$ cat src/hw/core_pkg.sv
/*
 * core-wide types for the machine-mode CSR block: address and data words,
 * CSR addresses, command and cause encodings, CSR request/response structs
 */
package core_pkg;

    typedef logic [39:0] addr_t;      // virtual address
    typedef logic [63:0] bus64_t;     // data word
    typedef logic [11:0] csr_addr_t;  // csr address field

    // commands issued by the datapath
    typedef enum logic [2:0] {
        CSR_NONE = 3'd0,  // plain read, no side effect
        CSR_RW   = 3'd1,
        CSR_RS   = 3'd2,
        CSR_RC   = 3'd3,
        CSR_MRET = 3'd4
    } csr_cmd_e;

    // interrupt causes carry the top bit
    typedef enum logic [63:0] {
        CAUSE_ILLEGAL_INSN = 64'h0000_0000_0000_0002,
        CAUSE_M_TIMER      = 64'h8000_0000_0000_0007,
        CAUSE_M_EXT        = 64'h8000_0000_0000_000B
    } xcpt_cause_e;

    // ----------------------------------------
    // machine-mode csr map
    // ----------------------------------------
    localparam csr_addr_t CSR_MSTATUS  = 12'h300;
    localparam csr_addr_t CSR_MIE      = 12'h304;
    localparam csr_addr_t CSR_MTVEC    = 12'h305;
    localparam csr_addr_t CSR_MSCRATCH = 12'h340;
    localparam csr_addr_t CSR_MEPC     = 12'h341;
    localparam csr_addr_t CSR_MCAUSE   = 12'h342;
    localparam csr_addr_t CSR_MTVAL    = 12'h343;
    localparam csr_addr_t CSR_MIP      = 12'h344;

    localparam addr_t MTVEC_RESET = 40'h00_0000_0100;  // trap vector out of reset

    // bit positions inside mstatus and mie/mip
    localparam int unsigned MSTATUS_MIE_BIT  = 3;
    localparam int unsigned MSTATUS_MPIE_BIT = 7;
    localparam int unsigned IRQ_TIMER_BIT    = 7;   // mtie / mtip
    localparam int unsigned IRQ_EXT_BIT      = 11;  // meie / meip

    // datapath -> csr, valid every cycle
    typedef struct packed {
        csr_addr_t rw_addr;
        csr_cmd_e  rw_cmd;
        bus64_t    rw_data;
        logic      exception;   // trap taken this cycle
        bus64_t    xcpt_cause;
        addr_t     pc;          // pc of the trapping instruction
        logic      retire;
    } req_cpu_csr_t;

    // csr -> datapath
    typedef struct packed {
        bus64_t rw_rdata;        // old value of the addressed csr
        logic   interrupt;
        bus64_t interrupt_cause;
        logic   exception;       // illegal csr access
        bus64_t exception_cause;
        bus64_t tval;
        logic   eret;
        addr_t  evec;            // redirect target
    } resp_csr_cpu_t;

endpackage

$ cat src/hw/pmu_pkg.sv
/*
 * performance monitor definitions: event flags, counter count,
 * counter csr addresses and counter index
 */
package pmu_pkg;

    // one flag per countable event, from the datapath
    typedef struct packed {
        logic branch;
        logic branch_miss;
        logic load;
        logic store;
        logic stall;
    } pmu_event_t;

    localparam int unsigned HPM_EVENTS = 4;  // mhpmcounter3..6

    // counter csr addresses, index is the offset from mcycle
    localparam logic [11:0] CSR_MCYCLE    = 12'hB00;
    localparam logic [11:0] CSR_MINSTRET  = 12'hB02;
    localparam logic [11:0] CSR_MHPM_BASE = 12'hB03;

    typedef logic [2:0] hpm_idx_t;

    // index values seen by the counter block
    localparam hpm_idx_t HPM_IDX_MCYCLE   = 3'd0;
    localparam hpm_idx_t HPM_IDX_MINSTRET = 3'd2;
    localparam hpm_idx_t HPM_IDX_EVENT0   = 3'd3;  // first event counter

endpackage

$ cat src/hw/hpm_counters.sv
/*
 * hardware performance monitor: mcycle, minstret and the event counters,
 * with a csr-side indexed read/write port
 */
module hpm_counters (
    input  logic                clk_i,
    input  logic                rstn_i,
    input  pmu_pkg::hpm_idx_t   idx_i,      // offset from mcycle
    input  logic                we_i,
    input  core_pkg::bus64_t    wdata_i,
    input  logic                retire_i,
    input  pmu_pkg::pmu_event_t event_i,
    output core_pkg::bus64_t    rdata_o
);
    import core_pkg::*;
    import pmu_pkg::*;

    bus64_t                mcycle;
    bus64_t                minstret;
    bus64_t                hpm_cnt [HPM_EVENTS];
    logic [HPM_EVENTS-1:0] ev_inc;   // one increment per counter

    // mhpmcounter3..6 : branch, branch miss, load or store, stall
    assign ev_inc = {event_i.stall,
                     event_i.load | event_i.store,  // both high still counts once
                     event_i.branch_miss,
                     event_i.branch};

    // ----------------------------------------
    // counters, a write replaces the increment
    // ----------------------------------------
    always_ff @(posedge clk_i, negedge rstn_i) begin
        if (!rstn_i) begin
            mcycle   <= '0;
            minstret <= '0;
            for (int i = 0; i < HPM_EVENTS; i++) begin
                hpm_cnt[i] <= '0;
            end
        end else begin
            if (we_i && idx_i == HPM_IDX_MCYCLE) mcycle <= wdata_i;
            else                                 mcycle <= mcycle + 64'd1;

            if (we_i && idx_i == HPM_IDX_MINSTRET) minstret <= wdata_i;
            else if (retire_i)                     minstret <= minstret + 64'd1;

            for (int i = 0; i < HPM_EVENTS; i++) begin
                if (we_i && idx_i == hpm_idx_t'(HPM_IDX_EVENT0 + i)) begin
                    hpm_cnt[i] <= wdata_i;
                end else if (ev_inc[i]) begin
                    hpm_cnt[i] <= hpm_cnt[i] + 64'd1;
                end
            end
        end
    end

    // read mux, unused indexes read zero
    always_comb begin
        rdata_o = '0;
        if (idx_i == HPM_IDX_MCYCLE)   rdata_o = mcycle;
        if (idx_i == HPM_IDX_MINSTRET) rdata_o = minstret;
        for (int i = 0; i < HPM_EVENTS; i++) begin
            if (idx_i == hpm_idx_t'(HPM_IDX_EVENT0 + i)) rdata_o = hpm_cnt[i];
        end
    end

    // the csr side never writes past the last event counter
    a_we_idx: assert property (@(posedge clk_i) disable iff (!rstn_i)
        we_i |-> idx_i < HPM_EVENTS + 3);

endmodule

$ cat src/hw/csr_unit.sv
/*
 * machine-mode csr file: read/write/set/clear decode, illegal access check,
 * trap entry and mret, timer/external interrupt request; counter csrs go to the hpm
 */
module csr_unit (
    input  logic                   clk_i,
    input  logic                   rstn_i,
    input  core_pkg::req_cpu_csr_t req_i,
    input  logic                   time_irq_i,    // timer level
    input  logic                   irq_i,         // external level
    input  core_pkg::bus64_t       perf_rdata_i,  // indexed counter value
    output core_pkg::resp_csr_cpu_t resp_o,
    output pmu_pkg::hpm_idx_t      perf_idx_o,
    output logic                   perf_we_o,
    output core_pkg::bus64_t       perf_wdata_o
);
    import core_pkg::*;
    import pmu_pkg::*;

    // machine state, only implemented bits are kept
    logic   mstatus_mie, mstatus_mpie;
    logic   mie_mtie, mie_meie;
    addr_t  mtvec;
    bus64_t mscratch;
    addr_t  mepc;
    bus64_t mcause;
    bus64_t mtval;

    logic   hit_cnt;     // address falls in the counter window
    logic   known;       // address decodes to something
    logic   is_wr_cmd;   // rw/rs/rc
    logic   illegal;
    logic   wr_en;       // write really happens this cycle
    logic   do_mret;
    bus64_t csr_rdata;   // old value
    bus64_t csr_wdata;   // value after the command
    logic   irq_ext, irq_tim;

    // ----------------------------------------
    // address decode and old value
    // ----------------------------------------
    assign hit_cnt = (req_i.rw_addr == CSR_MCYCLE) || (req_i.rw_addr == CSR_MINSTRET) ||
                     ((req_i.rw_addr >= CSR_MHPM_BASE) &&
                      (req_i.rw_addr < CSR_MHPM_BASE + HPM_EVENTS));

    always_comb begin
        known     = 1'b1;
        csr_rdata = '0;
        case (req_i.rw_addr)
            CSR_MSTATUS: begin
                csr_rdata[MSTATUS_MIE_BIT]  = mstatus_mie;
                csr_rdata[MSTATUS_MPIE_BIT] = mstatus_mpie;
            end
            CSR_MIE: begin
                csr_rdata[IRQ_TIMER_BIT] = mie_mtie;
                csr_rdata[IRQ_EXT_BIT]   = mie_meie;
            end
            CSR_MIP: begin                              // live input levels
                csr_rdata[IRQ_TIMER_BIT] = time_irq_i;
                csr_rdata[IRQ_EXT_BIT]   = irq_i;
            end
            CSR_MTVEC:    csr_rdata = {24'b0, mtvec};
            CSR_MSCRATCH: csr_rdata = mscratch;
            CSR_MEPC:     csr_rdata = {24'b0, mepc};
            CSR_MCAUSE:   csr_rdata = mcause;
            CSR_MTVAL:    csr_rdata = mtval;
            default: begin
                if (hit_cnt) csr_rdata = perf_rdata_i;  // counter read comes back same cycle
                else         known     = 1'b0;
            end
        endcase
    end

    // rw/rs/rc result
    always_comb begin
        case (req_i.rw_cmd)
            CSR_RW:  csr_wdata = req_i.rw_data;
            CSR_RS:  csr_wdata = csr_rdata | req_i.rw_data;
            CSR_RC:  csr_wdata = csr_rdata & ~req_i.rw_data;
            default: csr_wdata = csr_rdata;
        endcase
    end

    assign is_wr_cmd = (req_i.rw_cmd == CSR_RW) || (req_i.rw_cmd == CSR_RS) ||
                       (req_i.rw_cmd == CSR_RC);
    assign illegal   = is_wr_cmd && !known;
    assign wr_en     = is_wr_cmd && known && !req_i.exception;  // trap drops the write
    assign do_mret   = (req_i.rw_cmd == CSR_MRET) && !req_i.exception;

    // counter port
    assign perf_idx_o   = hit_cnt ? hpm_idx_t'(req_i.rw_addr - CSR_MCYCLE) : '0;
    assign perf_we_o    = wr_en && hit_cnt;
    assign perf_wdata_o = csr_wdata;

    // ----------------------------------------
    // machine register update
    // ----------------------------------------
    always_ff @(posedge clk_i, negedge rstn_i) begin
        if (!rstn_i) begin
            mstatus_mie  <= 1'b0;
            mstatus_mpie <= 1'b0;
            mie_mtie     <= 1'b0;
            mie_meie     <= 1'b0;
            mtvec        <= MTVEC_RESET;
            mscratch     <= '0;
            mepc         <= '0;
            mcause       <= '0;
            mtval        <= '0;
        end else if (req_i.exception) begin    // trap entry wins
            mepc         <= req_i.pc;
            mcause       <= req_i.xcpt_cause;
            mtval        <= '0;
            mstatus_mpie <= mstatus_mie;
            mstatus_mie  <= 1'b0;
        end else if (do_mret) begin
            mstatus_mie  <= mstatus_mpie;
            mstatus_mpie <= 1'b1;
        end else if (wr_en) begin
            case (req_i.rw_addr)
                CSR_MSTATUS: begin
                    mstatus_mie  <= csr_wdata[MSTATUS_MIE_BIT];
                    mstatus_mpie <= csr_wdata[MSTATUS_MPIE_BIT];
                end
                CSR_MIE: begin
                    mie_mtie <= csr_wdata[IRQ_TIMER_BIT];
                    mie_meie <= csr_wdata[IRQ_EXT_BIT];
                end
                CSR_MTVEC:    mtvec    <= csr_wdata[39:0];
                CSR_MSCRATCH: mscratch <= csr_wdata;
                CSR_MEPC:     mepc     <= csr_wdata[39:0];
                CSR_MCAUSE:   mcause   <= csr_wdata;
                CSR_MTVAL:    mtval    <= csr_wdata;
                default: ;                             // mip read-only, counters in hpm
            endcase
        end
    end

    // ----------------------------------------
    // interrupts and response
    // ----------------------------------------
    assign irq_ext = mstatus_mie && mie_meie && irq_i;
    assign irq_tim = mstatus_mie && mie_mtie && time_irq_i;

    always_comb begin
        resp_o.rw_rdata  = csr_rdata;
        resp_o.interrupt = irq_ext || irq_tim;
        if (irq_ext)      resp_o.interrupt_cause = CAUSE_M_EXT;  // external first
        else if (irq_tim) resp_o.interrupt_cause = CAUSE_M_TIMER;
        else              resp_o.interrupt_cause = '0;
        resp_o.exception       = illegal;
        resp_o.exception_cause = illegal ? bus64_t'(CAUSE_ILLEGAL_INSN) : '0;
        resp_o.tval            = illegal ? {52'b0, req_i.rw_addr} : '0;
        resp_o.eret            = do_mret;
        resp_o.evec            = do_mret ? mepc : mtvec;  // trap target otherwise
    end

    // the datapath never traps on an mret request
    a_xcpt_eret: assert property (@(posedge clk_i) disable iff (!rstn_i)
        !(req_i.exception && (req_i.rw_cmd == CSR_MRET)));

    // counter writes only reach implemented counters
    a_perf_idx: assert property (@(posedge clk_i) disable iff (!rstn_i)
        perf_we_o |-> (perf_idx_o != 3'd1) && (perf_idx_o < HPM_EVENTS + 3));

endmodule

$ cat src/hw/core_csr_top.sv
/*
 * control/status top: machine csr file plus performance counters,
 * between the datapath request and the csr response
 */
module core_csr_top (
    input  logic                    clk_i,
    input  logic                    rstn_i,
    input  core_pkg::req_cpu_csr_t  req_csr_i,    // valid every cycle
    input  pmu_pkg::pmu_event_t     pmu_event_i,
    input  logic                    time_irq_i,   // timer interrupt level
    input  logic                    irq_i,        // external interrupt level
    output core_pkg::resp_csr_cpu_t resp_csr_o
);
    import core_pkg::*;
    import pmu_pkg::*;

    // csr file <-> counter block
    hpm_idx_t perf_idx;
    logic     perf_we;
    bus64_t   perf_wdata;
    bus64_t   perf_rdata;   // combinational read back

    // ----------------------------------------
    // machine csr file
    // ----------------------------------------
    csr_unit i_csr (
        .clk_i        (clk_i),
        .rstn_i       (rstn_i),
        .req_i        (req_csr_i),
        .time_irq_i   (time_irq_i),
        .irq_i        (irq_i),
        .perf_rdata_i (perf_rdata),
        .resp_o       (resp_csr_o),
        .perf_idx_o   (perf_idx),
        .perf_we_o    (perf_we),
        .perf_wdata_o (perf_wdata)
    );

    // performance counters, retire taken straight from the request
    hpm_counters i_hpm (
        .clk_i    (clk_i),
        .rstn_i   (rstn_i),
        .idx_i    (perf_idx),
        .we_i     (perf_we),
        .wdata_i  (perf_wdata),
        .retire_i (req_csr_i.retire),
        .event_i  (pmu_event_i),
        .rdata_o  (perf_rdata)
    );

endmodule

$ cat config.mk
export PLATFORM = sky130hd
export DESIGN_NAME = core_csr_top
export DESIGN_NICKNAME = d
export VERILOG_FILES = /design/src/hw/core_pkg.sv /design/src/hw/pmu_pkg.sv /design/src/hw/hpm_counters.sv /design/src/hw/csr_unit.sv /design/src/hw/core_csr_top.sv
export SDC_FILE = /design/constraint.sdc
export NUM_CORES = 2
export LEC_CHECK = 0
export ABC_AREA = 1
export BUFFER_PORTS_ARGS = -buffer_cell sky130_fd_sc_hd__buf_2
export CAP_MARGIN = 30
export CORE_MARGIN = 2
export CORE_UTILIZATION = 25
export CTS_BUF_LIST = sky130_fd_sc_hd__clkbuf_8
export DETAILED_ROUTE_END_ITERATION = 16
export GPL_TIMING_DRIVEN = 0
export RECOVER_POWER = 25
export SYNTH_ARGS = -nofsm -noshare
export SYNTH_HDL_FRONTEND = slang
export SYNTH_SLANG_ARGS = --single-unit
$ cat constraint.sdc
create_clock -name clk_i -period 4.9 [get_ports clk_i]
set_input_delay 0.735 -clock clk_i [delete_from_list [all_inputs] [get_ports clk_i]]
set_output_delay 0.735 -clock clk_i [all_outputs]
set_load 0.01 [all_outputs]
Word level (Yosys, flattened, before mapping) --
Index checks and enable logic that the tools add are counted.
Word-level totals: input bits 194, output and inout port bits 299, logic and storage cells 149, register bits after elaboration 660
Operators by class: eq/ne operators 20, add/sub/neg operators 7, bitwise logic cells 6, multiplexer cells 54, reduce and logical (&&, ||, !) cells 45, magnitude comparators 2
Operators by type and width (count):
- two-way mux 64 bit | 28
- adder 64 x 1 -> 64 bit, second input constant | 6
- one-hot mux 52 bit (6 select lines) | 1
- two-way mux 40 bit | 5
- one-hot mux 64 bit (3 select lines) | 1
- == test 12 x 10 -> 1 bit, second input constant | 8
- bitwise AND 64 bit | 1
- NOT 64 bit | 1
- OR 64 bit | 1
- one-hot mux 3 bit (6 select lines) | 3
- == test 12 bit, second input constant | 2
- nonzero test 2 bit | 9
- logical AND 1 bit | 16
- one-hot mux 1 bit (8 select lines) | 2
- == test 3 x 2 -> 1 bit, second input constant | 4
- == test 3 bit, second input constant | 4
- greater-or-equal comparator 12 bit, second input constant | 1
- < comparator 12 bit, second input constant | 1
- two-way mux 12 bit | 1
- AND reduction 4 bit | 3
- two-way mux 1 bit | 10
- AND reduction 3 bit | 3
- OR reduction 8 bit | 1
- one-hot mux 1 bit (7 select lines) | 1
- other kinds (14) | 21

Depth between registers and ports, before layout --
depth after elaboration 19, mapped depth 20, mapped depth without buffers 18

Hierarchy --
From an unflattened synthesis, not the netlist that was laid out.
Second synthesis, totals: cell total of the unflattened synthesis 8068, area total of the unflattened synthesis 50282.0 µm²
Modules (own cells, without submodules):
- hpm_counters | instances 1, area an instance 31271.2 µm², seq. area each 9609.2 µm², cells an instance 5218
- csr_unit | instances 1, area an instance 19010.7 µm², seq. area each 6907.9 µm², cells an instance 2850

Worst setup path before layout --
No wires, ideal clock.
path kind in2out, from in req_csr_i[171] in the netlist's numbering, to out resp_csr_o[27] in the netlist's numbering, slack 1.896 ns, arrival time 2.269 ns, buffers on the path 3, stages on the path 8, required time 4.165 ns, cell sequence buf_2 nor2_1 inv_1 nor3_1 inv_1 clkbuf_1 clkbuf_1 o21ai_0
RTL lines:
- start: declaration | RTL line core_csr_top.sv:8 | input core_pkg::req_cpu_csr_t req_csr_i,
- end: declaration | RTL line core_csr_top.sv:12 | output core_pkg::resp_csr_cpu_t resp_csr_o

==> results.txt <==
----------------------------------------------------
[Pwr]
  Combinational power share ... 0.172
  Maximum vdd ir drop ... 183 uV
  Static leakage ... 27.0 nW
  Switching power summed over all nets ... 5.52 mW
  Internal power ... 10.0 mW
  Switching portion of total power ... 0.356
  Power density over cell area ... 272 nW/um^2
  Proportion of power drawn by the clock network ... 0.415
  Share of power burned in registers ... 0.413

[Logic synthesis]
  Largest cells by area after synthesis ... dfrtp_1 (34%), nand2_1 (16%), nand3_1 (7.1%)
  Flops & latches, synth ... 660
  Dominant register cell in the synthesized netlist ... dfrtp_1
  Proportion of synthesized flip-flops having asynchronous set or reset ... 1.00
  Area share of the largest cell type after synthesis ... 0.342
  Cell type with the highest aggregate area in the netlist ... dfrtp_1
  Yosys synthesis warning count ... 0
  Post-synthesis instance total ... 7102
  Post-synthesis average cell area ... 6.78 sq um
  Register area share after synthesis ... 0.343
  Summed instance area of the synthesized netlist ... 48200 sq um
  EDFF count, synth ... 0
  Distinct cells, synth ... 61

[Timing]
  Final Hold Fails ... 0
  Final hold slack ... 0.0473 ns
  Measured slew at the worst slew-check pin ... 2.31 ns
  Max Slew Vio Count ... 335
  Final critical path time including I/O delays and setup ... 5.08 ns
  Setup ws final ... -0.179 ns
  Share of the cycle needed by the critical path after routing ... 1.04
  Final setup viols ... 22
  Peak Freq ... 197 MHz
  Layout Skew ... 0.0602 ns
  RSZ-0062 raised after global routing ... false
  Tightest slew margin relative to the limit ... -0.542

[Routing]
  Average routed wire per standard cell ... 28.9 microns
  Remaining DRCs ... 0
  Met2 Routed Length ... 121000 microns
  Via count ... 57900
  Iter 0 DRT Violations ... 9770
  Pre-antenna DRT Iters ... 9
  Wire length on met1 ... 113000 microns
  Final Routed Wirelength ... 301000 microns
  Number of vias per cell ... 5.56
  Wire length on met3 ... 39400 microns
  Top routing layer in use ... met5
  Routed Antenna Nets ... 0

[Hold path]
  Worst hold-check path type ... in -> reg

[Clocking]
  Clock tree root driver cell ... clkbuf_8
  Number of buffers on the longest clock path ... 3
  Clock tree from TritonCTS ... done
  Htree depth ... 4
  TritonCTS Sinks ... 660
  Clock-pin slew on the worst setup and hold paths ... 0.06 ns
  Insertion delay to the later sink of the worst-skew pair ... 0.94 ns
  TritonCTS Buffers ... 136
  Setup bufs post-CTS ... 0

[Worst setup path]
  List of cells traversed by the critical path ... buf_2 -> inv_2 -> nand2_1 -> nor2_1 -> nand4_2 -> nor2_2 -> inv_2 -> clkbuf_1 -> o21ai_0 -> o21bai_1 -> nand2_1 -> buf_2
  Worst path buffer plus inverter count ... 5
  Max FO, Critical Path ... 10
  Critical path startpoint category ... input port
  Critical path type ... in -> out
  Maximum cell stage delay along the critical path ... 0.81 ns
  Required time at the worst-slack endpoint ... 4.16 ns
  Family with the most delay on the worst path ... compound AO/OA/AOI/OAI gates
  Slowest-stage cell, CP ... o21ai_0
  Type of element capturing the critical path ... output pin
  Crit path arrival time ... 4.34 ns

[Global routing]
  Grt total ovfl ... 0
  Number of antenna violations at the first check in global routing ... 35
  Global-route wire length before repair ... 409000 microns
  Vias in the first global route ... 52700
  Overall routing resource usage ... 0.294
  Pin count of the biggest net entering global routing ... 115

[Floorplan]
  Width of the die ... 443 microns
  Area enclosed by the die boundary ... 196000 sq um
  Height of the die ... 443 microns
  I/O pin count ... 493
  Initial core utilization ... 0.251
  Row count ... 161
  Placeable core region ... 192000 sq um

[Outcome]
  Run status ... finished with violations
  Violated checks ... capacitance limit, slew limit, setup timing

[Finish]
  Number of nets in the final layout ... 7969
  Most common cell after layout, fill and taps aside ... nand2_1
  Fraction of final layout cells with drive strength greater than 1 ... 0.139
  Number of filler cells placed in the layout ... 21300
  Leading cell types in the layout, fill and taps excluded ... nand2_1 (2066), nand3_1 (686), dfrtp_1 (659), inv_1 (646), nor2_1 (442)
  Area Growth Syn to Fin ... 18.4%
  Final design instance area without fill ... 57000 sq um

[Place]
  Number of I/O port buffers ... 312
  Routability congestion estimate from global placement ... 1.19
  Area of placed instances ... 53900 sq um
  Pre-CTS worst setup slack ... -0.428 ns
  Half-perimeter wire length of the detailed placement result ... 244000 microns

[Run]
  Max Cap Viol ... 3

----------------------------------------------------
[layer usage]
metal / GRT usage / vias up
met5: 0 / -
met4: 0.229 / 14
met3: 0.102 / 1003
met1: 0.364 / 27800
met2: 0.415 / 4518
li1: - / 24600
[through the flow]
step	cells	power (mW)	utilization	TNS [ns]
floorplan	7275	7.74	-	0
global placement	10100	8.94	0.279	-7910.27
detailed placement	10100	9.00	0.281	-9.67
CTS	10400	15.3	0.296	0
global route	10400	15.9	0.297	0
finish	10400	15.5	0.297	-1.51
[cells by family (layout without fill, tap and decap cells)]
| kind of cell | after synthesis | in the layout | share of synthesized area |
|---|---|---|---|
| and+or+nand+nor | 3973 | 3973 | 0.368 |
| other | 1 | 196 | 0.0000779 |
| DFF | 660 | 660 | 0.343 |
| adders and majority gates | 6 | 6 | 0.00156 |
| muxes | 44 | 44 | 0.00914 |
| AOI/OAI and AO/OA | 907 | 907 | 0.109 |
| buffers and inverters | 1203 | 1797 | 0.113 |
| xor gates and xnor gates | 308 | 308 | 0.0560 |
[worst register-to-register path: cells and delay by family (launching register included)]
family | cells | cell delay, ns
and+or+nand+nor | 3 | 1.70
AOI/OAI and AO/OA | 3 | 1.48
DFF | 1 | 0.45
[power by group through the flow]
stage	combinational (mW)	clock [mW]	sequential, mW
floorplan	1.50	0	6.25
global placement	2.47	0	6.48
detailed placement	2.52	0	6.47
CTS	2.53	6.42	6.38
global route	2.82	6.65	6.44
finish	2.67	6.44	6.42
[worst paths after layout]
kind | slack (ns) | start | cells past startpoint | end
max | -0.18 | req_csr_i[176] | 12 | resp_csr_o[235]
min | 0.05 | req_csr_i[25] | 3 | i_csr.mepc[24]$_DFFE_PN0P_
max reg2reg | 1.17 | i_hpm.hpm_cnt[4]$_DFFE_PN0P_ | 6 | i_hpm.hpm_cnt[196]$_DFFE_PN0P_
min reg2reg | 0.48 | i_csr.mtval[57]$_DFFE_PN0P_ | 2 | i_csr.mtval[57]$_DFFE_PN0P_
max in group asynchronous | 0.70 | rstn_i | 4 | i_hpm.hpm_cnt[23]$_DFFE_PN0P_
min in group asynchronous | 1.03 | rstn_i | 2 | i_csr.mcause[22]$_DFFE_PN0P_
[sequential cells by signal (all words and copies together) (netlist names)]
| register | flops |
|---|---|
| i_hpm.hpm_cnt | 256 |
| i_csr.mcause | 64 |
| i_csr.mscratch | 64 |
| i_csr.mtval | 64 |
| i_hpm.mcycle | 64 |
| i_hpm.minstret | 64 |
| i_csr.mepc | 40 |
| i_csr.mtvec | 40 |
| i_csr.mie_meie | 1 |
| i_csr.mie_mtie | 1 |
| i_csr.mstatus_mie | 1 |
| i_csr.mstatus_mpie | 1 |
[timing repair]
action / 4_1_cts / 5_1_grt
endpoints found under the setup margin: 0 / 9
resized for setup: 0 / 6
hold endpoints to repair: 82 / 0
hold buffers: 1 / 0
[area by class of cell]
| class | instances | area, sq um | area share |
|---|---|---|---|
| Antenna cell | 22 | 55.1 | 0.000966 |
| Buffer | 534 | 2930 | 0.0514 |
| Clock buffer | 171 | 2350 | 0.0413 |
| Clock inverter | 67 | 503 | 0.00882 |
| Inverter | 669 | 2510 | 0.0441 |
| Multi-Input combinational cell | 5412 | 26900 | 0.472 |
| Sequential cell | 660 | 16500 | 0.290 |
| Tap cell | 2526 | 3160 | 0.0554 |
| Timing Repair Buffer | 356 | 2060 | 0.0361 |
[cell usage after synthesis, drive strengths merged (123+ instances only)]
cell and number:
xor2 252, a21oi 123, o21ai 510, nor3 204
nor2 475, nand3 712, clkbuf 207, nand4 331
buf 327, inv 668, nand2 2119, dfrtp 659
Note: power is estimated with default switching activity, not from simulation.
